### config.mk
export PLATFORM = sky130hd
export DESIGN_NAME = port_egress
export DESIGN_NICKNAME = d
export VERILOG_FILES = /design/src/logic/switch_pkg.sv /design/src/logic/port_egress.sv
export SDC_FILE = /design/constraint.sdc
export NUM_CORES = 1
export LEC_CHECK = 0
export ABC_AREA = 1
export BUFFER_PORTS_ARGS = -buffer_cell sky130_fd_sc_hd__buf_4
export CAP_MARGIN = 20
export CORE_UTILIZATION = 48
export DETAILED_ROUTE_END_ITERATION = 12
export PLACE_DENSITY = 0.87
export SKIP_CTS_REPAIR_TIMING = 1
export SLEW_MARGIN = 0
export SYNTH_ARGS = -nofsm -noshare
export SYNTH_HDL_FRONTEND = slang
export SYNTH_SLANG_ARGS = --single-unit
### constraint.sdc
create_clock -name clk -period 2.2 [get_ports clk]
set_input_delay 0.22 -clock clk [delete_from_list [all_inputs] [get_ports clk]]
set_output_delay 0.22 -clock clk [all_outputs]
set_load 0.005 [all_outputs]
### src/logic/switch_pkg.sv
`default_nettype none

package switch_pkg;

    // switch geometry
    localparam int num_ports = 4;
    localparam int num_prios = 4;
    // one page holds the largest packet
    localparam int page_words = 8;
    localparam int num_pages = 32;
    // almost_full once fewer free pages than this
    localparam int almost_full_level = 8;

    // header word layout
    localparam int hdr_dest_lsb = 0;
    localparam int hdr_prio_lsb = 2;
    localparam int hdr_len_lsb = 4;

    // one data word
    typedef logic [15:0] word_t;
    // whole packet, header in word 0
    typedef word_t [page_words-1:0] page_t;
    typedef logic [4:0] page_idx_t;
    typedef logic [1:0] port_idx_t;
    // 3 is highest
    typedef logic [1:0] prio_t;
    // packet length minus one
    typedef logic [2:0] len_t;
    // free page count, 0 up to num_pages
    typedef logic [$clog2(num_pages):0] page_cnt_t;

endpackage

`default_nettype wire

### src/logic/port_egress.sv
`timescale 1ns/1ns
`default_nettype none

module port_egress (
    input logic clk,
    input logic rst_n,
    input logic ready,
    input logic avail,
    output logic take,
    input switch_pkg::page_idx_t page_idx,
    input switch_pkg::page_t page_data,
    output logic free_vld,
    output switch_pkg::page_idx_t free_page,
    output logic rd_sop,
    output logic rd_eop,
    output logic rd_vld,
    output switch_pkg::word_t rd_data
);
    import switch_pkg::*;

    // local copy, so the page can go back at once
    page_t pkt;
    len_t last_word;
    len_t word_cnt;
    // words still to send after the current one
    logic busy;
    len_t hdr_len;

    assign hdr_len = page_data[0][hdr_len_lsb +: $bits(len_t)];
    // ready only matters between packets
    assign take = !busy && ready && avail;

    always_ff @(posedge clk) begin
        if (take) begin
            pkt <= page_data;
            last_word <= hdr_len;
            free_page <= page_idx;
        end
    end

    always_ff @(posedge clk) begin
        if (!rst_n) begin
            busy <= 1'b0;
            word_cnt <= '0;
            free_vld <= 1'b0;
            rd_sop <= 1'b0;
            rd_eop <= 1'b0;
            rd_vld <= 1'b0;
            rd_data <= '0;
        end else begin
            free_vld <= take;
            rd_sop <= take;
            if (take) begin
                // header goes out straight from the buffer read
                rd_vld <= 1'b1;
                rd_data <= page_data[0];
                rd_eop <= hdr_len == '0;
                busy <= hdr_len != '0;
                word_cnt <= len_t'(1);
            end else if (busy) begin
                rd_vld <= 1'b1;
                rd_data <= pkt[word_cnt];
                rd_eop <= word_cnt == last_word;
                busy <= word_cnt != last_word;
                word_cnt <= word_cnt + len_t'(1);
            end else begin
                rd_vld <= 1'b0;
                rd_eop <= 1'b0;
            end
        end
    end

endmodule

`default_nettype wire

# Word level (Yosys, flattened, before mapping)
# Index checks and enable logic that the tools add are counted.
[totals] input_bits=137 reg_bits=159 wordCells=41
[op_classes] reduce_logical=7 bitwise_logic=1 n_lt_le_gt_ge=1 mux=12 add_sub_neg=1 n_eq_ne=2
[ops] cell="binary-select mux 16 bit (select 3 bit)" count=1
[ops] cell="two-way mux 16 bit" count=3
[ops] cell="two-way mux 1 bit" count=8
[ops] cell="< comparator 3 x 4 -> 1 bit (second input constant)" count=1
[ops] cell="adder 3 x 1 -> 3 bit (second input constant)" count=1
[ops] cell="== test 3 bit" count=1
[ops] cell="zero test 3 bit" count=1
[ops] cell="!= test 3 bit" count=1
[ops] cell="nonzero test 3 bit" count=1
[ops] cell="logical AND 1 bit" count=2
[ops] cell="nonzero test 2 bit" count=1
[ops] cell="OR reduction 2 bit" count=1
[ops] cell="zero test 1 bit" count=1
[ops] cell="NOT 1 bit" count=1

# Logic depth before layout (Yosys ltp)
[depth] word_depth=4 depth_mapped=9 mapped_depth_nobuf=7

# Least setup slack after synthesis
# No wires, ideal clock.
[synth_path] path_type="reg2reg" from="register busy" to="register busy" t_arrival_ns=1.957 path_buffers=2 stages_incl_launch_ff=6 setup_slack_ns=0.156 period_less_slack_ns=2.044 cell_sequence="dfxtp_1 -> buf_6 -> nor2_8 -> buf_4 -> inv_1 -> o31ai_1"
[synth_via] elab_chain_len=4
[synth_rtl] element="start, declared" line_no="port_egress.sv:26" rtl="logic busy;"
[synth_rtl] element="start signal, assigned" line_no="port_egress.sv:64" rtl="busy <= word_cnt != last_word;"
[synth_rtl] element="zero test 1 bit" line_no="port_egress.sv:31" rtl="assign take = !busy && ready && avail;"
[synth_rtl] element="logical AND 1 bit (2 in series)" line_no="port_egress.sv:31"
[synth_rtl] element="via take" line_no="port_egress.sv:9" rtl="output logic take,"
[synth_rtl] element="two-way mux 1 bit" line_no="port_egress.sv:53" rtl="if (take) begin"
# The timed path passes the listed nets, and every way through them passes these cells.
# A chain may end at the register's enable or synchronous reset.

# Worst setup path in the final report
[layout_path] from="register busy" to="output take"
[layout_via] elab_chain_len=3
[layout_rtl] element="zero test 1 bit" line_no="port_egress.sv:31"
[layout_rtl] element="logical AND 1 bit (2 in series)" line_no="port_egress.sv:31"
[layout_rtl] element="end, declared" line_no="port_egress.sv:9"
# Every way passes these cells.

==> impl_metrics.json <==
{
  "status": "completed",
  "synth-seq-cells": 156,
  "hold_viol_final": 0,
  "hold_end": "busy",
  "first_pass_iters": 5,
  "async_flop_share": 0,
  "core_sq_um": 13300,
  "cts_tree": "built",
  "syn-cell-area_sq_um": 6640,
  "dp_hpwl_mm": 10.3,
  "rsz0062_at_grt": "no",
  "path_clk_slew_ns": 0.06,
  "die_area_sq_um": 14300,
  "htree_levels": 4,
  "worstSetupPathType": "register to primary output",
  "synthFlopType": "edfxtp_1",
  "clock_latency_ns": 0.43,
  "comb_power_share": 0.129,
  "nets": 1082,
  "grt.overflow.total": 0,
  "drt-total-wl_mm": 19.0,
  "fp.dieW_um": 120,
  "ff2ff_path_depth": 6,
  "cts_made_buffers": 17,
  "worstReg2RegStart": "word_cnt[0]",
  "vias": 5648,
  "yosysSeqAreaShare": 0.671,
  "synth_area_leader_cell": "edfxtp_1",
  "yosysTopAreaCellShare": 0.602,
  "r2r_slack_ns": 0.36,
  "clkPwrFrac": 0.418,
  "period_share": 0.923,
  "fillCellCount": 879,
  "cp_max_fo": 69,
  "die-height_um": 120,
  "leakage_nw": 4.47,
  "clock.fmax_mhz": 492,
  "numClockSinks": 156,
  "grt_max_degree": 70,
  "grt_use_total": 0.226,
  "max_slew_margin": 0.288,
  "ys_warn_count": 0,
  "grt_pass1_wl_mm": 23.8,
  "cap_viol_max_count": 0,
  "crit_arrival_ns": 1.81,
  "drt_iter0_markers": 540,
  "area_delta_synth_final_pct": 49.4,
  "ant_nets": 0,
  "intPower_w": 0.00580,
  "ir_drop_v": 0.000679,
  "syn_avg_cell_area_sq_um": 10.2,
  "p_per_area_nw_per_um2": 766,
  "antenna_cells": 0,
  "cp_data_required_time_ns": 1.98,
  "maxSlewViolCount": 0,
  "synth_nets": 792,
  "switching_share": 0.236,
  "hold_path_depth": 3,
  "place_congestion": 0.890,
  "io_buffers": 162,
  "cts_buffer_depth": 2,
  "remaining_drc_errors": 0,
  "synth.distinct_cells": 23,
  "initial_core_util": 0.497,
  "antenna_found_initial": 0,
  "synthCells": 654,
  "synth-edff-count": 133,
  "finalCriticalPeriod_ns": 2.03,
  "worstSetupStartpointType": "register",
  "setup_violations": 0,
  "detail_route.wl_per_cell_um": 16.7,
  "viasPerCell": 4.98,
  "rows": 42,
  "worst_pin_slew_ns": 1.07,
  "cts-root-buf": "clkbuf_16",
  "hp-class": "input pin to register",
  "grt_pass1_vias": 4800,
  "fin_skew_ns": 0.0116,
  "fin_util": 0.743,
  "io_pins": 163,
  "synthTopCellsByArea": "edfxtp_1 (60%), nand2_1 (12%), nand3_1 (7.5%)",
  "switchingPower_w": 0.00179,
  "end_kind": "primary output",
  "regToRegEndpoint": "rd_data[13]",
  "power_frac_seq": 0.453,
  "min-delay-start": "rst_n",
  "drive_above_1_share": 0.222,
  "setup_tns_ns": 0
}
per-stage QoR:
step / hold slack (ns) / area [sq um] / power, W / cells / setup WS (ns)
6_report: 0.0798 / 9920 / 0.00760 / 1133 / 0.169
5_1_grt: 0.0724 / 9920 / 0.00784 / 1133 / 0.0848
3_3_place_gp: 0.398 / 7950 / 0.00424 / 968 / 0.467
3_5_place_dp: 0.399 / 7950 / 0.00426 / 968 / 0.443
4_1_cts: -0.0580 / 8590 / 0.00737 / 1000 / 0.180
2_1_floorplan: 0.319 / 6640 / 0.00391 / 654 / 0.156
registers in the layout, indices dropped and copies added, names as in the netlist:
name       count
rd_data       16
word_cnt       3
pkt          128
rd_vld         1
free_page      5
busy           1
rd_sop         1
rd_eop         1
cells by family after synthesis:
family / count (synthesis) / share of synthesized area
XOR/XNOR: 1 / 0.00132
flip-flops: 156 / 0.671
adder cells (fa/ha/maj): 1 / 0.00188
AND/OR/NAND/NOR: 322 / 0.208
buffers and inverters: 152 / 0.100
AO/OA/AOI/OAI: 22 / 0.0173
cells in the mapped netlist (2+ instances only):
master,count
buf_2,16
buf_1,2
inv_1,116
clkbuf_1,2
nor3_1,2
dfxtp_1,23
or2_2,2
nand3_1,99
inv_2,3
a21oi_1,19
buf_4,6
nor2_1,4
nor2_8,2
edfxtp_1,133
buf_6,7
nand2_1,211
cell type report:
class	count	area, sq um	share of cell area
sequential	156	4460	0.449
timing repair buffer	304	2640	0.266
multi-input combinational	346	1520	0.153
inverter	119	447	0.0450
clock buffer	18	429	0.0433
tap	176	220	0.0222
clock inverter	14	205	0.0207
how the worst max path moves through the flow:
| stage | startpoint | slack [ns] | end | cells after the start |
|---|---|---|---|---|
| 2_1_floorplan | busy | 0.16 | busy | 5 |
| 3_3_place_gp | word_cnt[0] | 0.47 | rd_data[4] | 6 |
| 3_5_place_dp | word_cnt[0] | 0.44 | rd_data[4] | 6 |
| 4_1_cts | busy | 0.18 | take | 3 |
| 5_1_grt | busy | 0.08 | take | 3 |
| 6_report | busy | 0.17 | take | 3 |
layout by cell type (no fill, tap or decap), types with 2 or more instances in the layout:
cell	n
nand2_1	211
buf_4	169
edfxtp_1	133
dlygate4sd3_1	133
inv_1	116
nand3_1	99
dfxtp_1	21
a21oi_1	19
clkbuf_16	17
inv_6	5
nor2_1	4
bufinv_16	4
inv_2	3
nor2_8	2
or2_2	2
nor3_1	2
clkinv_4	2
buf_12	2
dfxtp_2	2
power groups by stage:
stage / registers [W] / clock network (W) / logic, W
2_1_floorplan: 0.00349 / 0 / 0.000424
3_3_place_gp: 0.00350 / 0 / 0.000741
3_5_place_dp: 0.00350 / 0 / 0.000757
4_1_cts: 0.00344 / 0.00317 / 0.000764
5_1_grt: 0.00345 / 0.00332 / 0.00107
6_report: 0.00344 / 0.00317 / 0.000979
metal layers:
metal | wire [um] | vias up | GRT usage
met1 | 7160 | 2634 | 0.276
li1 | - | 2671 | -
met5 | 0 | - | 0
met3 | 1390 | 45 | 0.0708
met2 | 9810 | 298 | 0.375
met4 | 622 | 0 | 0.0820
critical path, stage by stage (launching register included):
cell and delay (ns):
dfxtp_1 0.38, nor2_8 0.41, buf_12 0.37, buf_4 0.18
(Power assumes the default switching activity.)
