<file path="src/logic/switch_pkg.sv">
`default_nettype none

package switch_pkg;

    // switch geometry
    localparam int num_ports = 4;
    localparam int num_prios = 4;
    // one page holds the largest packet
    localparam int page_words = 8;
    localparam int num_pages = 32;
    // almost_full once fewer free pages than this
    localparam int almost_full_level = 8;

    // header word layout
    localparam int hdr_dest_lsb = 0;
    localparam int hdr_prio_lsb = 2;
    localparam int hdr_len_lsb = 4;

    // one data word
    typedef logic [15:0] word_t;
    // whole packet, header in word 0
    typedef word_t [page_words-1:0] page_t;
    typedef logic [4:0] page_idx_t;
    typedef logic [1:0] port_idx_t;
    // 3 is highest
    typedef logic [1:0] prio_t;
    // packet length minus one
    typedef logic [2:0] len_t;
    // free page count, 0 up to num_pages
    typedef logic [$clog2(num_pages):0] page_cnt_t;

endpackage

`default_nettype wire

</file>
<file path="src/logic/store_if.sv">
`timescale 1ns/1ns
`default_nettype none

interface store_if;
    import switch_pkg::*;

    // request with its payload, stable until granted
    logic req;
    port_idx_t dest;
    prio_t prio;
    page_t page;
    // single cycle, combinational in the arbiter
    logic grant;

    modport ingress (
        output req,
        output dest,
        output prio,
        output page,
        input grant
    );

    modport arbiter (
        input req,
        input dest,
        input prio,
        input page,
        output grant
    );

endinterface

`default_nettype wire

</file>
<file path="src/logic/port_ingress.sv">
`timescale 1ns/1ns
`default_nettype none

module port_ingress (
    input logic clk,
    input logic rst_n,
    input logic wr_sop,
    input logic wr_eop,
    input logic wr_vld,
    input switch_pkg::word_t wr_data,
    output logic pause,
    store_if.ingress st
);
    import switch_pkg::*;

    // staging page, one packet at a time
    page_t stage;
    // next word slot
    len_t wr_ptr;
    // packet complete, waiting for grant
    logic pending;
    logic accept;

    // words offered while a packet waits are dropped
    assign accept = wr_vld && !pending;

    always_ff @(posedge clk) begin
        if (accept) begin
            // header always lands in word 0
            stage[wr_sop ? len_t'(0) : wr_ptr] <= wr_data;
        end
    end

    always_ff @(posedge clk) begin
        if (!rst_n) begin
            pending <= 1'b0;
            wr_ptr <= '0;
        end else begin
            if (accept) begin
                wr_ptr <= wr_sop ? len_t'(1) : wr_ptr + len_t'(1);
            end
            // eop raises req, grant drops it at the same edge it is seen
            if (accept && wr_eop) begin
                pending <= 1'b1;
            end else if (st.grant) begin
                pending <= 1'b0;
            end
        end
    end

    // pause and req share one flag
    assign pause = pending;
    assign st.req = pending;

    // fields straight out of the stored header
    assign st.dest = stage[0][hdr_dest_lsb +: $bits(port_idx_t)];
    assign st.prio = stage[0][hdr_prio_lsb +: $bits(prio_t)];
    assign st.page = stage;

endmodule

`default_nettype wire

</file>
<file path="src/flat_wrapper.sv">
// flat-port wrapper written by rule: the top's interface ports become plain ports
module port_ingress_flat import switch_pkg::*;
  (clk, rst_n, wr_sop, wr_eop, wr_vld, wr_data, pause, st_req, st_dest, st_prio, st_page, st_grant);
  store_if st_i ();
  input logic clk;
  input logic rst_n;
  input logic wr_sop;
  input logic wr_eop;
  input logic wr_vld;
  input switch_pkg::word_t wr_data;
  output logic pause;
  output wire logic [$bits(st_i.req)-1:0] st_req;
  output wire logic [$bits(st_i.dest)-1:0] st_dest;
  output wire logic [$bits(st_i.prio)-1:0] st_prio;
  output wire logic [$bits(st_i.page)-1:0] st_page;
  input wire logic [$bits(st_i.grant)-1:0] st_grant;
  assign st_req = st_i.req;
  assign st_dest = st_i.dest;
  assign st_prio = st_i.prio;
  assign st_page = st_i.page;
  assign st_i.grant = st_grant;
  port_ingress u_core (.clk(clk), .rst_n(rst_n), .wr_sop(wr_sop), .wr_eop(wr_eop), .wr_vld(wr_vld), .wr_data(wr_data), .pause(pause), .st(st_i));
endmodule
</file>
<file path="config.mk">
export PLATFORM = sky130hd
export DESIGN_NAME = port_ingress_flat
export DESIGN_NICKNAME = d
export VERILOG_FILES = /design/src/logic/switch_pkg.sv /design/src/logic/store_if.sv /design/src/logic/port_ingress.sv /design/src/flat_wrapper.sv
export SDC_FILE = /design/constraint.sdc
export NUM_CORES = 1
export LEC_CHECK = 0
export ABC_AREA = 1
export BUFFER_PORTS_ARGS = -buffer_cell sky130_fd_sc_hd__buf_2
export CAP_MARGIN = 0
export CORE_AREA = 10 10 107 109
export CTS_CLUSTER_SIZE = 25
export DETAILED_ROUTE_END_ITERATION = 8
export DIE_AREA = 0 0 117 119
export GPL_TIMING_DRIVEN = 0
export HOLD_SLACK_MARGIN = 0.12
export PLACE_DENSITY = 0.73
export SYNTH_ARGS = -nofsm -noshare
export SYNTH_HDL_FRONTEND = slang
export SYNTH_SLANG_ARGS = --single-unit
</file>
<file path="constraint.sdc">
create_clock -name clk -period 2.1 [get_ports clk]
set_clock_uncertainty 0.05 [all_clocks]
set_input_delay 0.105 -clock clk [delete_from_list [all_inputs] [get_ports clk]]
set_output_delay 0.105 -clock clk [all_outputs]
set_load 0.05 [all_outputs]
</file>
Yosys cells after proc, flatten, opt, wreduce, memory -nomap -nowiden. Cells that the tools add are included.

Add/subtract/negate cells: 1. $lt $le $gt $ge: 2. Mux-type cells: 7. Reductions and logical operators: 5.

Operator list (count): 128-bit bitwise mux (1); 16-bit demux with 3-bit select (1); 16-bit two-way mux (1); 3-bit two-way mux (2); 3-bit by 4-bit less-than comparator with 1-bit output, second input constant (1); 3-bit by 1-bit adder with 3-bit output, second input constant (1); 3-bit by 1-bit greater-or-equal comparator with 1-bit output, second input constant (1); 1-bit logical AND (3); 1-bit two-way mux (2); 2-bit nonzero test (1); 1-bit zero test (1).

Bits in registers: 132. Input bits: 22. Output and inout bits: 134.

Logic depth before layout (Yosys ltp).
Word-level depth: 6. Gate-level depth with buffers: 5.

Least setup slack after synthesis. OpenSTA, ideal clock, no wires.

Path type: register -> register. From: register u_core.pending (netlist: u_core.pause). To: register u_core.stage (netlist bit u_core.st.dest[0]) (enable). Setup time: 388 ps. Arrival: 1548 ps. Data required time: 1662 ps. Path slack: 114 ps. Stages on the path, launching flop included: 4. Buffers on the path: 0. Period minus slack after synthesis: 1986 ps. Cell sequence: dfxtp_1 -> nor2_2 -> nand2_2 -> nor2_1.

Word-level cells in the longest chain between the ends: 2.

Ends and longest elaborated chain: start, declared (RTL line port_ingress.sv:21) `logic pending;`; start signal, assigned (RTL line port_ingress.sv:36) `pending <= 1'b0;`; start signal, assigned (RTL line port_ingress.sv:44) `pending <= 1'b1;`; start signal, assigned (RTL line port_ingress.sv:46) `pending <= 1'b0;`; 1-bit zero test (RTL line port_ingress.sv:25) `assign accept = wr_vld && !pending;`; 1-bit logical AND (RTL line port_ingress.sv:25); end signal, assigned by index (RTL line port_ingress.sv:30) `stage[wr_sop ? len_t'(0) : wr_ptr] <= wr_data;`; end, declared (RTL line port_ingress.sv:17) `page_t stage;`.

No other way between the ends. A chain may end at the register's enable or synchronous reset.

Worst setup path after layout.
From: register u_core.pending (netlist: u_core.pause). To: register u_core.wr_ptr[1].

Word-level cells in the longest chain between the ends: 2.

Ends and longest elaborated chain: 1-bit zero test (RTL line port_ingress.sv:25); 1-bit logical AND (RTL line port_ingress.sv:25); end signal, assigned (RTL line port_ingress.sv:40) `wr_ptr <= wr_sop ? len_t'(1) : wr_ptr + len_t'(1);`; end, declared (RTL line port_ingress.sv:19) `len_t wr_ptr;`.

No other way between the ends.

==> impl_metrics.py <==
metrics = {
    "timing": {
        "relSlewSlack_pct": 58.1,
        "fin_crit_sh_pct": 94.9,
        "rsz0062_at_grt": "no",
        "max_slew.worst_pin.slew_ps": 628,
        "setup_slack_ps": 107,
        "hold_viol": 0,
        "fin_crit_ps": 1990,
        "fmax_mhz": 502,
        "drv_slew": 0,
        "setup-violations-final": 0,
    },
    "place": {
        "detailed_place_hpwl_um": 7460,
        "io_buffers": 155,
        "post-place-ws_ps": 288,
        "place.detailed.instances": 453,
        "place.gp.congestion": 0.759,
    },
    "die": {
        "die_area_um2": 13900,
        "die_h_um": 119,
        "design.core.area_um2": 9460,
        "start_util_pct": 43.8,
        "die_x_um": 117,
        "io_pins": 156,
        "num_rows": 36,
    },
    "logic_synthesis": {
        "synth_async_sr_flop_share_pct": 0,
        "synth_ff_type": "edfxtp_1",
        "syn_area_per_cell_um2": 23.6,
        "synth_area_leaders": "edfxtp_1, dfxtp_1, nor2_1",
        "yosysMostFrequentCell": "edfxtp_1",
        "synth_edf_count": 128,
        "ys_warn_count": 0,
        "yosys.area.top_type": "edfxtp_1",
        "synth.net_count": 199,
        "netlist_top_cells_count": "edfxtp_1, nor2_1, nand2_1, buf_4, dfxtp_1",
        "synth_cells": 176,
        "syn-cell-area_um2": 4150,
        "synth.distinct_cells": 18,
        "yosys.area.top_type_share_pct": 92.7,
        "ys_ff_latch": 132,
        "yosysSeqAreaShare_pct": 94.7,
    },
    "clocking": {
        "post-cts-setup-buffer-count": 0,
        "clockBufferDepth": 2,
        "clk_pin_slew_ps": 60,
        "cts.sinks": 132,
        "cts_buffers": 17,
        "worstSkewPairLatency_ps": 500,
        "clock-root-buffer": "clkbuf_8",
        "htree_levels": 4,
        "cts_tree": "built",
    },
    "route": {
        "num_vias": 2385,
        "ant_nets": 0,
        "wl_um": 10700,
        "vias_per_cell": 4.68,
        "drc": 0,
        "dr.pass1.iters": 4,
        "routedWlPerCell_um": 20.9,
        "drt_iter0_markers": 99,
    },
    "worst_setup_path": {
        "crit_start": "u_core.pause",
        "cp.required_ps": 2430,
        "cp.arrival_ps": 2330,
        "critPathMaxStageDelay_ps": 580,
        "cp-end-kind": "flip-flop",
        "cp_slowest_cell": "dlygate4sd3_1",
        "crit_top_cell": "dlygate4sd3_1",
        "path_cells": "inv_2 -> nand2_1 -> o21ai_1 -> dlygate4sd3_1 -> nor2_1 -> dlygate4sd3_1",
        "r2r_start": "u_core.pause",
        "crit_fanout": 4,
        "worstSetupStartpointType": "flip-flop",
        "criticalPathCategory": "reg2reg",
        "critPathBufInv": 3,
        "ff2ff_setup_slack_ps": 110,
        "crit_family": "buffers and inverters",
    },
    "min_path": {
        "min_from": "wr_data[7]",
        "hp-class": "in2reg",
    },
    "flow_run": {
        "maxCapViolCount": 0,
    },
    "pwr": {
        "peakVddDrop_uv": 583,
        "p_total_mw": 5.89,
        "p_per_area_nw_per_um2": 983,
        "p_leak_nw": 2.32,
    },
    "cells_and_area": {
        "layout.cells.non_filler": 510,
        "n_antenna_cell": 0,
        "nets": 406,
        "drive_gt1_share_pct": 54.0,
        "fillers": 674,
        "area_delta_synth_final_pct": 44.5,
    },
    "global_routing": {
        "grt_max_degree": 17,
        "grt_pass1_wl_um": 15800,
        "grt_overflow": 0,
        "antenna_found_initial": 0,
        "track_usage_pct": 15.5,
        "grt_pass1_vias": 2670,
    },
    "outcome": {
        "run_status": "finished, final reports clean",
    },
}
==> what timing repair did <==
item,in CTS,in global routing
hold buffers,25,0
hold endpoints to repair,132,0
resized for setup,0,2
setup endpoints to repair,0,1
==> kinds of logic (layout without fill, tap and decap cells) <==
logic type	Yosys count	count (layout)	share of synthesized area, %
adders and majority gates	1	1	0.302
buffers and inverters	11	231	1.45
DFF	132	132	94.7
and+or+nand+nor	27	27	2.90
AOI/OAI and AO/OA	5	5	0.694
==> path summary, 6_finish.rpt <==
path,end,cells after the start
worst max-delay path,u_core.wr_ptr[1],6
worst min register to register,u_core.wr_ptr[2],3
worst max register to register,u_core.wr_ptr[1],6
worst min-delay path,u_core.st.page[55],2
==> registers in the layout, summed over array words and instances (netlist names) <==
name and flops:
u_core.st.page 126, u_core.st.dest 2, u_core.wr_ptr 3, u_core.pause 1
==> report_power, final <==
part | leakage [nW] | internal (mW) | switching, mW
sequential | 1.19 | 2.94 | 0.0155
combinational | 0.886 | 0.104 | 0.254
clock | 0.244 | 1.46 | 1.12
==> cells in the final DEF (no fill, tap or decap), drive strengths merged <==
cell         Yosys  layout
dlygate4sd3      0      25
dfxtp            4       4
clkbuf           0      18
o21ai            2       2
ha               1       1
a21oi            3       3
nand2           10      10
nand4            1       1
or2              1       1
clkinv           0       6
buf              5     168
nand3            3       3
nor2            12      12
inv              6      10
edfxtp         128     128
clkinvlp         0       4
==> per-stage QoR <==
stage               hold slack, ps  setup TNS [ps]  area, µm²  util (%)
floorplan                      154               0       4150         -
global placement               308          -43320       5060      53.5
detailed placement             310               0       5220      55.1
CTS                            335               0       5990      63.3
global route                   350               0       5990      63.3
finish                         358               0       5990      63.3
==> area by class of cell <==
cell class	instances	area, µm²	area share [%]
buffer	5	37.5	0.627
clock buffer	18	418	6.98
clock inverter	14	104	1.73
inverter	6	22.5	0.376
multi-input combinational	33	181	3.03
sequential	132	3930	65.5
tap	114	143	2.38
timing repair buffer	188	1160	19.3
==> routing by layer <==
| metal | GRT usage, % | share of wire, % | vias to the layer above |
|---|---|---|---|
| li1 | - | - | 1091 |
| met4 | 4.79 | 0.69 | 0 |
| met5 | 0 | 0 | - |
| met1 | 16.5 | 37 | 1186 |
| met3 | 7.58 | 9.5 | 5 |
| met2 | 26.5 | 52 | 103 |
Power figures use the tool's default switching activity.
