## config.mk

```make
export PLATFORM = sky130hd
export DESIGN_NAME = port_queues
export DESIGN_NICKNAME = d
export VERILOG_FILES = /design/src/logic/switch_pkg.sv /design/src/logic/port_queues.sv
export SDC_FILE = /design/constraint.sdc
export NUM_CORES = 1
export LEC_CHECK = 0
export BUFFER_PORTS_ARGS = -buffer_cell sky130_fd_sc_hd__clkbuf_2
export CORE_ASPECT_RATIO = 1.75
export CORE_UTILIZATION = 40
export DETAILED_ROUTE_END_ITERATION = 10
export SYNTH_ARGS = -nofsm -noshare
export SYNTH_HDL_FRONTEND = slang
export SYNTH_SLANG_ARGS = --single-unit
```

## constraint.sdc

```tcl
create_clock -name clk -period 6.6 [get_ports clk]
set_input_delay 1.98 -clock clk [delete_from_list [all_inputs] [get_ports clk]]
set_output_delay 1.98 -clock clk [all_outputs]
set_load 0.005 [all_outputs]
```

## src/logic/switch_pkg.sv

```systemverilog
`default_nettype none

package switch_pkg;

    // switch geometry
    localparam int num_ports = 4;
    localparam int num_prios = 4;
    // one page holds the largest packet
    localparam int page_words = 8;
    localparam int num_pages = 32;
    // almost_full once fewer free pages than this
    localparam int almost_full_level = 8;

    // header word layout
    localparam int hdr_dest_lsb = 0;
    localparam int hdr_prio_lsb = 2;
    localparam int hdr_len_lsb = 4;

    // one data word
    typedef logic [15:0] word_t;
    // whole packet, header in word 0
    typedef word_t [page_words-1:0] page_t;
    typedef logic [4:0] page_idx_t;
    typedef logic [1:0] port_idx_t;
    // 3 is highest
    typedef logic [1:0] prio_t;
    // packet length minus one
    typedef logic [2:0] len_t;
    // free page count, 0 up to num_pages
    typedef logic [$clog2(num_pages):0] page_cnt_t;

endpackage

`default_nettype wire

```

## src/logic/port_queues.sv

```systemverilog
`timescale 1ns/1ns
`default_nettype none

module port_queues (
    input logic clk,
    input logic rst_n,
    input logic enq,
    input switch_pkg::prio_t enq_prio,
    input switch_pkg::page_idx_t enq_page,
    input logic take,
    output logic avail,
    output switch_pkg::page_idx_t head_page,
    output logic link_en,
    output switch_pkg::page_idx_t link_from,
    output switch_pkg::page_idx_t link_to,
    output switch_pkg::page_idx_t next_idx,
    input switch_pkg::page_idx_t next_page
);
    import switch_pkg::*;

    page_idx_t head [num_prios];
    page_idx_t tail [num_prios];
    logic [num_prios-1:0] empty;
    // priority served next
    prio_t sel;
    logic [num_prios-1:0] enq_hit;
    logic [num_prios-1:0] take_hit;

    // strict priority, highest non-empty wins
    always_comb begin
        sel = '0;
        for (int p = 0; p < num_prios; p++) begin
            if (!empty[p]) begin
                sel = prio_t'(p);
            end
        end
    end

    always_comb begin
        enq_hit = '0;
        take_hit = '0;
        enq_hit[enq_prio] = enq;
        take_hit[sel] = take;
    end

    assign avail = ~&empty;
    assign head_page = head[sel];
    // successor of the head being taken
    assign next_idx = head[sel];

    // old tail points at the new page
    // zeroed when idle so the four ports can be ORed
    assign link_en = enq && !empty[enq_prio];
    assign link_from = link_en ? tail[enq_prio] : '0;
    assign link_to = link_en ? enq_page : '0;

    always_ff @(posedge clk) begin
        for (int p = 0; p < num_prios; p++) begin
            if (enq_hit[p]) begin
                tail[p] <= enq_page;
            end
            if (enq_hit[p] && empty[p]) begin
                head[p] <= enq_page;
            end else if (take_hit[p]) begin
                // last one out, head follows a same-cycle enq
                head[p] <= (head[p] == tail[p]) ? enq_page : next_page;
            end
        end
    end

    always_ff @(posedge clk) begin
        if (!rst_n) begin
            empty <= '1;
        end else begin
            for (int p = 0; p < num_prios; p++) begin
                if (take_hit[p] && head[p] == tail[p]) begin
                    empty[p] <= !enq_hit[p];
                end else if (enq_hit[p]) begin
                    empty[p] <= 1'b0;
                end
            end
        end
    end

endmodule

`default_nettype wire

```

# Yosys cells after proc, flatten, opt, wreduce, memory -nomap -nowiden
# Memory sizes are Yosys's and may differ from the RTL's.
# Cells that the tools add are included.
[op_classes]
order_cmp = 4
n_eq_ne = 4
n_mux = 64
bitwise = 6
n_reduce_logical = 25
[op_table]
columns = ["op", "count"]
rows = [
  ["$mux 5", 13],
  ["$mux 1", 43],
  ["$eq 5x5->1", 4],
  ["$reduce_or 5->1", 3],
  ["$logic_and 1x1->1", 11],
  ["$mux 2", 5],
  ["$and 4x4->4", 2],
  ["$reduce_bool 2->1", 4],
  ["$logic_not 1->1", 6],
  ["$lt 2x3->1 const B", 2],
  ["$demux 1 s2", 2],
  ["$ge 2x1->1 const B", 2],
  ["$or 1x1->1", 4],
  ["$reduce_and 4->1", 1],
  ["$bmux 1 s2", 1],
]
[word_totals]
regBits = 4
mem_bits_rw = 40
input_bits = 16
mem_count = 2
[mem_list]
columns = ["name", "depth", "word_bits", "rd", "rd_clocked_by_memory_dff", "wr", "line", "text"]
rows = [
  ["head", 4, 5, 5, 0, 4, "port_queues.sv:21", "page_idx_t head [num_prios];"],
  ["tail", 4, 5, 5, 0, 1, "port_queues.sv:22", "page_idx_t tail [num_prios];"],
]

# Logic depth before layout (Yosys ltp)
# Gate-level depths: netlist of the first run.
[depth]
word_depth = 12
mapped_depth = 6
depth_no_buf = 4

# Least setup slack after synthesis of the first run
# Ideal clock, no wire load.
[synth_path]
kind = "input to output"
from = "input port enq_prio[0]"
to = "output port link_to[0]"
t_arrival_ns = 2.995
required_time_ns = 4.620
slack_ns = 1.625
stages = 5
n_path_buf = 2
path_cell_list = "buf_6 -> mux4_2 -> nor2b_2 -> buf_6 -> and2_1"
[synth_between]
elab_chain_len = 5
[synth_lines]
columns = ["item", "line", "text"]
rows = [
  ["start: declaration", "port_queues.sv:8", "input switch_pkg::prio_t enq_prio,"],
  ["$bmux 1 s2", "port_queues.sv:53", "assign link_en = enq && !empty[enq_prio];"],
  ["$mux 1 (not written as such)", "port_queues.sv:53", ""],
  ["$logic_not 1->1", "port_queues.sv:53", ""],
  ["$logic_and 1x1->1", "port_queues.sv:53", ""],
  ["net link_en", "port_queues.sv:13", "output logic link_en,"],
  ["$mux 5", "port_queues.sv:55", "assign link_to = link_en ? enq_page : '0;"],
  ["end: declaration", "port_queues.sv:15", "output switch_pkg::page_idx_t link_to,"],
]
# The timed path passes the listed nets, and every way through them passes these cells. The select of a mux whose other input is x is not followed.

# Worst setup path after layout of the first run
[layout_path]
from = "input port enq_prio[0]"
to = "output port link_from[3]"
[layout_between]
elab_chain_len = 5
word_cells_on_any_way = 6
classes_between = "mux (3); reduce/logical (2); memory (1)"
[layout_lines]
columns = ["item", "line", "text"]
rows = [
  ["$bmux 1 s2", "port_queues.sv:53", ""],
  ["$mux 1 (not written as such)", "port_queues.sv:53", ""],
  ["$logic_not 1->1", "port_queues.sv:53", ""],
  ["$logic_and 1x1->1", "port_queues.sv:53", ""],
  ["$mux 5 *", "port_queues.sv:54", "assign link_from = link_en ? tail[enq_prio] : '0;"],
  ["end: declaration", "port_queues.sv:14", "output switch_pkg::page_idx_t link_from,"],
]
# Mark *: on every way between the ends. The rest lies on a longest branch, timed or not. The select of a mux whose other input is x is not followed.

==> results of run 1 <==
-- power by group through the flow --
stage | Clock [mW] | Sequential [mW] | Combinational, mW
6_report | 0.153 | 0.338 | 0.0915
5_1_grt | 0.164 | 0.340 | 0.101
4_1_cts | 0.153 | 0.338 | 0.0932
3_5_place_dp | 0 | 0.344 | 0.0928
3_3_place_gp | 0 | 0.344 | 0.0927
2_1_floorplan | 0 | 0.336 | 0.0697
-- cell usage in the layout, fill, tap and decap left out, types with 2 or more instances in the layout --
cell       n
mux2i_1    5
nand2_1   10
edfxtp_1  40
a21oi_1    7
dfxtp_1    4
nand4_1    2
xnor2_1   10
mux2_1     5
clkbuf_8   5
nor3_1     2
mux4_1     5
xor2_1    10
and2_1     9
clkbuf_2  37
clkinv_1   2
o21ai_0    3
nor2_1     8
mux2_2    20
nand3_1    5
-- cell type report --
type / instances / area (µm²)
fillers: 568 / 3157
flip-flops and latches: 44 / 1281
multi-input cells: 118 / 1032
repair buffers: 37 / 185.2
well taps: 78 / 97.59
clock buffers: 5 / 68.82
clock inverters: 2 / 7.507
inverters: 1 / 3.754
-- sequential cells by signal, summed over array words and instances, names as in the netlist --
| name | flops |
|---|---|
| empty | 4 |
| tail | 20 |
| head | 20 |
-- worst max-delay path by stage --
stage	start	slack [ns]	to	depth (start not counted)
2_1_floorplan	enq_prio[0]	1.63	link_to[0]	5
3_3_place_gp	enq_prio[0]	1.23	link_to[1]	5
3_5_place_dp	enq_prio[0]	1.17	link_from[3]	5
4_1_cts	enq_prio[0]	1.17	link_from[3]	5
5_1_grt	enq_prio[0]	1.08	link_from[3]	5
6_report	enq_prio[0]	1.17	link_from[3]	5
-- logic make-up after synthesis --
kind of cell	after synthesis	synth area share, %
xor+xnor	20	7.269
simple gates	45	10.54
flops	44	53.17
mux	36	20.15
compound gates	17	4.880
buf+inv	13	3.997
-- cell usage after synthesis (2+ instances only) --
library cell  instances  area share (%)
edfxtp_1             40              50
mux2_2               20             9.3
nand2_1              10             1.6
xnor2_1              10             3.6
xor2_1               10             3.6
and2_1                9             2.3
nor2_1                8             1.2
a21oi_1               7             1.5
buf_4                 5             1.6
mux2_1                5             2.3
mux2i_1               5             2.1
mux4_1                5             5.5
nand3_1               5             1.0
dfxtp_1               4             3.3
buf_2                 3            0.62
o21ai_0               3            0.62
buf_6                 2            0.93
nand4_1               2            0.52
nor3_1                2            0.42
-- metal layers --
layer	global-route usage [%]	vias to the layer above	wire length, µm
li1	-	712	-
met1	19.61	699	1942
met2	33.20	41	2963
met3	2.723	12	190
met4	9.740	0	219
met5	0	-	0
-- worst max-delay path, cell delays in order --
cell	delay, ns
clkbuf_2	0.26
mux4_2	0.55
nor2b_2	0.33
and2_1	0.21
clkbuf_2	0.11
-- stage by stage --
stage          instances  setup slack [ns]  hold slack [ns]
6_report             285             1.174           0.5489
3_3_place_gp         278             1.231           0.5284
4_1_cts              285             1.175           0.5462
5_1_grt              285             1.081           0.5711
3_5_place_dp         278             1.171           0.5357
2_1_floorplan        175             1.625           0.5004
==> reports/summary.txt, run 1 <==
DP Wirelength - 4.162 mm
Longest Clk Path Bufs - 2
Sequential fraction of the synthesis area - 53.17%
CP endpoint kind - output port
Vias in the first global route - 1447
Tmin final - 5.426 ns
Initial antenna violation count - 0
Synth unique cells - 39
Fraction of registers with async set/reset - 0%
YS warnings - 0
Post-synthesis cell count - 175
Via count - 1464
TritonCTS clock tree - built
Crit path max fanout - 11
Startpoint Class - input port
DR vias/cell - 5.137
Post-route cell area - 2676 µm²
TritonCTS buffer count - 5
Status - completed
Largest net degree at the start of global routing - 18
Initial Util - 41.31%
Primary FF master, synth - edfxtp_1
Fin. max-slew vios - 0
# DRC - 0
Static Leak - 1.028 nW
Sw Ratio - 24.78%
Comb pwr share - 15.7%
ANT cells - 0
RSZ-0062 raised after global routing - false
Wire per inst - 18.65 µm
Core area - 5833 µm²
Syn nets - 191
Vert. Die Dim - 104.7 µm
Area Growth Syn to Fin - 11.06%
First DRT Iteration DRCs - 77
Post-Route WL - 5.316 mm
Synth Register Bits - 44
I/O pin count - 38
Sequential power share - 58.1%
ANT nets after route - 0
HP Start - empty[0]$_SDFFE_PN1P_
Hold Crit Depth - 2
Critical R2R Capture - head[1][0]$_DFFE_PP_
Clk pwr share - 26.2%
Row count - 37
Total Power - 0.5820 mW
Clock sinks - 44
Synth Cell Area - 2410 µm²
Flop2flop setup slack - 4.54 ns
Final Cycle Share - 82.21%
Worst clock skew - 0.005573 ns
P_sw - 0.1442 mW
End of the worst hold path - empty[0]$_SDFFE_PN1P_
GP Congestion - 0.8250
H-tree levels - 2
Post-synth EDFFs - 40
Post-CTS Setup Repair Bufs - 0
Critical Path RT - 4.62 ns
Transition time of the tightest slew-check pin - 0.8247 ns
Reg2Reg Depth - 2
Cts repair resizes - 0
Max frequency - 184.3 MHz
Post-DP Area - 2600 µm²
Max-cap check violation count - 0
Pwr dens - 217.5 nW/µm²
Final Util - 45.88%
Grt total ovfl - 0
Clock-pin slew on the worst setup and hold paths - 0.07 ns
Gr usage total - 18.50%
Syn avg cell area - 13.77 µm²
Worst Path Arrival - 3.45 ns
IO Port Bufs - 37
Slew headroom - 44.44%
CTS Hold Bufs - 0
Setup TNS - 0 ns
Final Setup Violations - 0
Die width - 60.68 µm
Final Hold Fails - 0
Final #Nets - 223
Clock latency on the worst-skew pair - 0.29 ns
Die area - 6351 µm²
Worst IR drop on VDD - 0.08987 mV
Root cell of the clock tree - clkbuf_8
First-pass GRT wire length - 8.114 mm
Share of cells above drive strength 1 - 34.30%
Internal power - 0.4378 mW
Reg2reg start - empty[3]$_SDFFE_PN1P_
TritonRoute pass-1 iters - 4
Hold Crit Class - flip-flop to flip-flop
WS Path Type - input port to output port
Power figures use the tool's default switching activity.
==> inputs of run 2 (changes only) <==
==> constraint.sdc (replaced) <==
create_clock -name clk -period 4.6 [get_ports clk]
set_input_delay 1.38 -clock clk [delete_from_list [all_inputs] [get_ports clk]]
set_output_delay 1.38 -clock clk [all_outputs]
set_load 0.005 [all_outputs]
==> run 2 against run 1 <==
Compared with the run above:
- die area stayed put
- sequential power increased by 43%
- final cell count rose by 0.35%
- count of clock-buffer cells in the layout unchanged
- clock power rose by 42%
- register-to-register slack got worse by 2.0 ns
- global-route usage down 0.23 points
==> reports/summary.txt, run 2 (synthesis gave the netlist of run 1 again) <==
CP endpoint kind - output port
Setup TNS - 0 ns
Crit path buffers/inverters - 2
Vert. Die Dim - 104.7 µm
Wire per inst - 18.59 µm
Status - completed
DR vias/cell - 5.189
Comb pwr share - 16.1%
Startpoint Class - input port
Most frequent cells in the layout - edfxtp_1 (40), clkbuf_2 (37), mux2_2 (20)
Worst clock skew - 0.001198 ns
Initial antenna violation count - 0
Largest registers - head x20, tail x20, empty x4
Hold Crit Class - flip-flop to flip-flop
IO Port Bufs - 37
Fin. max-slew vios - 0
# DRC - 0
Critical path's largest stage delay - 0.55 ns
ANT cells - 0
Tmin final - 4.204 ns
Final Cycle Share - 91.39%
Max frequency - 237.9 MHz
WS Path Type - input port to output port
Max-cap check violation count - 0
Worst Path Arrival - 2.82 ns
TritonCTS buffer count - 5
CP top delay family - multiplexers
First DRT Iteration DRCs - 75
Worst path most repeated cell - clkbuf_2
Worst hold margin - 0.5419 ns
Crit path max fanout - 11
Gr usage total - 18.28%
Slowest cell on crit path - mux4_2
Final Setup Violations - 0
GP Congestion - 0.8193
Largest net degree at the start of global routing - 18
ANT nets after route - 0
Via count - 1484
Cts repair resizes - 0
Vias in the first global route - 1423
Static Leak - 1.032 nW
Area Growth Syn to Fin - 11.37%
Share of cells above drive strength 1 - 34.62%
I/O pin count - 38
Slew headroom - 42.42%
Clock latency on the worst-skew pair - 0.29 ns
Setup WS pre-CTS - 0.4049 ns
Grt total ovfl - 0
Cell Chain, Critical Path - clkbuf_2 > mux4_2 > nor2b_2 > and2_2 > clkbuf_2
DP Wirelength - 4.182 mm
Sequential power share - 57.9%
Most common cell after layout, fill and taps aside - edfxtp_1
First-pass GRT wire length - 7.921 mm
Flop2flop setup slack - 2.54 ns
Final Hold Fails - 0
Transition time of the tightest slew-check pin - 0.8546 ns
Internal power - 0.6287 mW
Die width - 60.68 µm
Core area - 5833 µm²
Filler cell count - 565
Worst IR drop on VDD - 0.1143 mV
TritonRoute pass-1 iters - 4
Row count - 37
H-tree levels - 2
Sw Ratio - 24.63%
Total Power - 0.8343 mW
Pwr dens - 310.8 nW/µm²
Critical Path RT - 3.22 ns
CTS Hold Bufs - 0
TritonCTS clock tree - built
Final #Nets - 224
RSZ-0062 raised after global routing - false
Initial Util - 41.31%
P_sw - 0.2055 mW
Clock sinks - 44
Root cell of the clock tree - clkbuf_8
Die area - 6351 µm²
Setup slack after layout - 0.3959 ns
Clk pwr share - 26.0%
Final Util - 46.01%
Longest Clk Path Bufs - 2
Post-Route WL - 5.316 mm
Post-CTS Setup Repair Bufs - 0
Clock-pin slew on the worst setup and hold paths - 0.07 ns
-- run 2: cell count changes in the layout (fill, tap and decap cells not counted), sizes merged --
cell	previous run	this run
buf	0	1
-- run 2: tightest hold or removal path: cells and delay by family, from the launching register on --
family	cells	cell delay (ns)
flops	1	0.35
simple gates	2	0.15
-- run 2: power groups by stage --
stage | Clock, mW | Sequential [mW] | Combinational, mW
after global routing | 0.234 | 0.486 | 0.147
after global placement | 0 | 0.492 | 0.136
after detailed placement | 0 | 0.492 | 0.136
after CTS | 0.219 | 0.483 | 0.137
after floorplan | 0 | 0.483 | 0.100
final | 0.217 | 0.483 | 0.134
-- run 2: worst paths after layout --
kind,from,cells past startpoint,end
worst max-delay path,enq_prio[0],5,link_to[1]
worst min-delay path,empty[0]$_SDFFE_PN1P_,2,empty[0]$_SDFFE_PN1P_
worst max register to register,empty[2]$_SDFFE_PN1P_,2,head[1][0]$_DFFE_PP_
worst min register to register,empty[0]$_SDFFE_PN1P_,2,empty[0]$_SDFFE_PN1P_
-- run 2: final cells by class --
type                       count  area, µm²  area share (%)
clock buffer                   5      68.82           2.564
clock inverter                 2      7.507          0.2797
inverter                       1      3.754          0.1399
multi-input combinational    118       1032           38.46
sequential                    44       1281           47.74
tap                           78      97.59           3.636
timing repair buffer          38      192.7           7.180
-- run 2: through the flow --
stage / cell area [µm²] / instances
detailed placement: 2608 / 279
global placement: 2608 / 279
global route: 2684 / 286
floorplan: 2410 / 175
CTS: 2684 / 286
finish: 2684 / 286
-- run 2: layer usage --
| layer | track usage (%) | vias up | share of wire [%] |
|---|---|---|---|
| li1 | - | 722 | - |
| met1 | 19.12 | 718 | 37 |
| met2 | 34.14 | 36 | 58 |
| met3 | 2.723 | 8 | 3.0 |
| met4 | 7.305 | 0 | 2.4 |
| met5 | 0 | - | 0 |
==> inputs of run 3 (changes only) <==
--- a/config.mk
+++ b/config.mk
@@ -7,8 +7,10 @@
 export LEC_CHECK = 0
 export BUFFER_PORTS_ARGS = -buffer_cell sky130_fd_sc_hd__clkbuf_2
 export CORE_ASPECT_RATIO = 1.75
+export CORE_MARGIN = 4
 export CORE_UTILIZATION = 40
 export DETAILED_ROUTE_END_ITERATION = 10
+export PLACE_DENSITY = 0.63
 export SYNTH_ARGS = -nofsm -noshare
 export SYNTH_HDL_FRONTEND = slang
 export SYNTH_SLANG_ARGS = --single-unit
==> run 3 against run 2 <==
Compared with the run above:
- final cell count grew 0.35%
- global-route usage shrank 1.9 points
- sequential cell count stayed put
- critical path type unchanged
- via count is 1.5% higher
- die area is 16% higher
- routed wire length is 4.9% higher
- register-to-register slack better by 0.05 ns
- power grew 0.88%
- hold slack better by 0.0058 ns
==> reports/summary.txt, run 3 (synthesis gave the netlist of run 1 again) <==
Core area - 5879 µm²
Static Leak - 1.037 nW
RSZ-0062 raised after global routing - false
P_sw - 0.2123 mW
ANT nets after route - 0
Largest net degree at the start of global routing - 18
Fin. max-slew vios - 0
Reg2Reg Depth - 2
Transition time of the tightest slew-check pin - 0.7478 ns
TritonCTS buffer count - 5
WS Path Type - input port to output port
Max frequency - 248.5 MHz
Die area - 7380 µm²
Vert. Die Dim - 110.7 µm
Clock latency on the worst-skew pair - 0.29 ns
Reg2reg start - empty[2]$_SDFFE_PN1P_
Sw Ratio - 25.23%
Clk pwr share - 26.5%
Slew headroom - 49.62%
Die width - 66.68 µm
Filler cell count - 567
FF/Latch Area - 1281 µm²
Final non-filler cell total - 287
Setup TNS - 0 ns
Via count - 1506
Initial Util - 40.99%
Final Hold Fails - 0
H-tree levels - 2
Placed Cells - 280
TritonRoute pass-1 iters - 4
Critical R2R Capture - head[1][2]$_DFFE_PP_
Clock-pin slew on the worst setup and hold paths - 0.08 ns
I/O pin count - 38
Sequential power share - 57.4%
Max-cap check violation count - 0
HP Start - empty[0]$_SDFFE_PN1P_
Initial antenna violation count - 0
Vias in the first global route - 1579
Top Layer Used - met4
WL met3 - 168 µm
Most frequent cells in the layout - edfxtp_1 (40), clkbuf_2 (37), mux2_2 (20)
Area Growth Syn to Fin - 11.68%
Worst clock skew - 0.003913 ns
Wl on met1 - 1.960 mm
Crit path max fanout - 11
Pwr dens - 312.7 nW/µm²
Hold Crit Class - flip-flop to flip-flop
DR vias/cell - 5.247
Flop2flop setup slack - 2.59 ns
Most common cell after layout, fill and taps aside - edfxtp_1
Wire per inst - 19.43 µm
Post-DP Area - 2615 µm²
Clock sinks - 44
Share of cells above drive strength 1 - 34.93%
IO Port Bufs - 37
ANT cells - 0
Status - completed
Worst Path Arrival - 2.64 ns
# DRC - 0
Largest registers - head x20, tail x20, empty x4
Root cell of the clock tree - clkbuf_8
Post-Route WL - 5.577 mm
DP Wirelength - 4.295 mm
Area of the multi-input gates - 1032 µm²
Cts repair resizes - 0
Tmin final - 4.024 ns
Longest Clk Path Bufs - 2
Internal power - 0.6293 mW
TritonCTS clock tree - built
Post-route cell area - 2691 µm²
Critical Path RT - 3.22 ns
Comb pwr share - 16.1%
Grt total ovfl - 0
First DRT Iteration DRCs - 81
First-pass GRT wire length - 8.576 mm
Row count - 37
Final Cycle Share - 87.47%
GP Congestion - 0.8843
Final #Nets - 225
Worst IR drop on VDD - 0.1265 mV
Gr usage total - 16.40%
Final Setup Violations - 0
Post-CTS Setup Repair Bufs - 0
CTS Hold Bufs - 0
CP endpoint kind - output port
Met2 routed WL - 3.121 mm
Startpoint Class - input port
Hold Crit Depth - 2
End of the worst hold path - empty[0]$_SDFFE_PN1P_
## run 3: cell count changes in the layout (fill, tap and decap cells not counted), sizes merged
cell / previous run / this run
buf: 1 / 2
## run 3: through the flow
step / hold WS [ns] / setup WS (ns) / total power, mW / utilization (%)
floorplan: 0.5004 / 0.8251 / 0.5825 / -
global placement: 0.5338 / 0.5866 / 0.6279 / 44.48
detailed placement: 0.5438 / 0.5497 / 0.6299 / 44.48
CTS: 0.5576 / 0.5498 / 0.8448 / 45.78
global route: 0.5902 / 0.4691 / 0.8752 / 45.78
finish: 0.5477 / 0.5762 / 0.8416 / 45.78
## run 3: power groups by stage
stage          sequential, mW  clock, mW  combinational (mW)
6_report                0.483      0.223               0.136
4_1_cts                 0.483      0.223               0.138
5_1_grt                 0.486      0.241               0.149
3_5_place_dp            0.493          0               0.137
3_3_place_gp            0.492          0               0.136
2_1_floorplan           0.483          0               0.100
## run 3: area by class of cell
class	instances	share of cell area, %
Clock inverter	2	0.2789
Sequential cell	44	47.61
Timing Repair Buffer	39	7.438
Inverter	1	0.1395
Multi-Input combinational cell	118	38.35
Tap cell	78	3.626
Clock buffer	5	2.557
## run 3: how the worst max path moves through the flow
stage / to / from / slack [ns]
3_5_place_dp: link_to[1] / enq_prio[0] / 0.55
4_1_cts: link_to[1] / enq_prio[0] / 0.55
5_1_grt: link_to[1] / enq_prio[1] / 0.47
6_report: link_to[1] / enq_prio[1] / 0.58
3_3_place_gp: link_to[1] / enq_prio[0] / 0.59
2_1_floorplan: link_to[0] / enq_prio[0] / 0.83
## run 3: critical path, cell delays in order
cell and delay, ns:
clkbuf_2 0.25, mux4_2 0.35, nor2b_2 0.35, and2_2 0.21, clkbuf_2 0.10
## run 3: routing by layer
layer,track usage [%],vias to the layer above
li1,-,714
met5,0,-
met4,10.18,0
met3,2.840,21
met1,16.67,725
met2,29.44,46
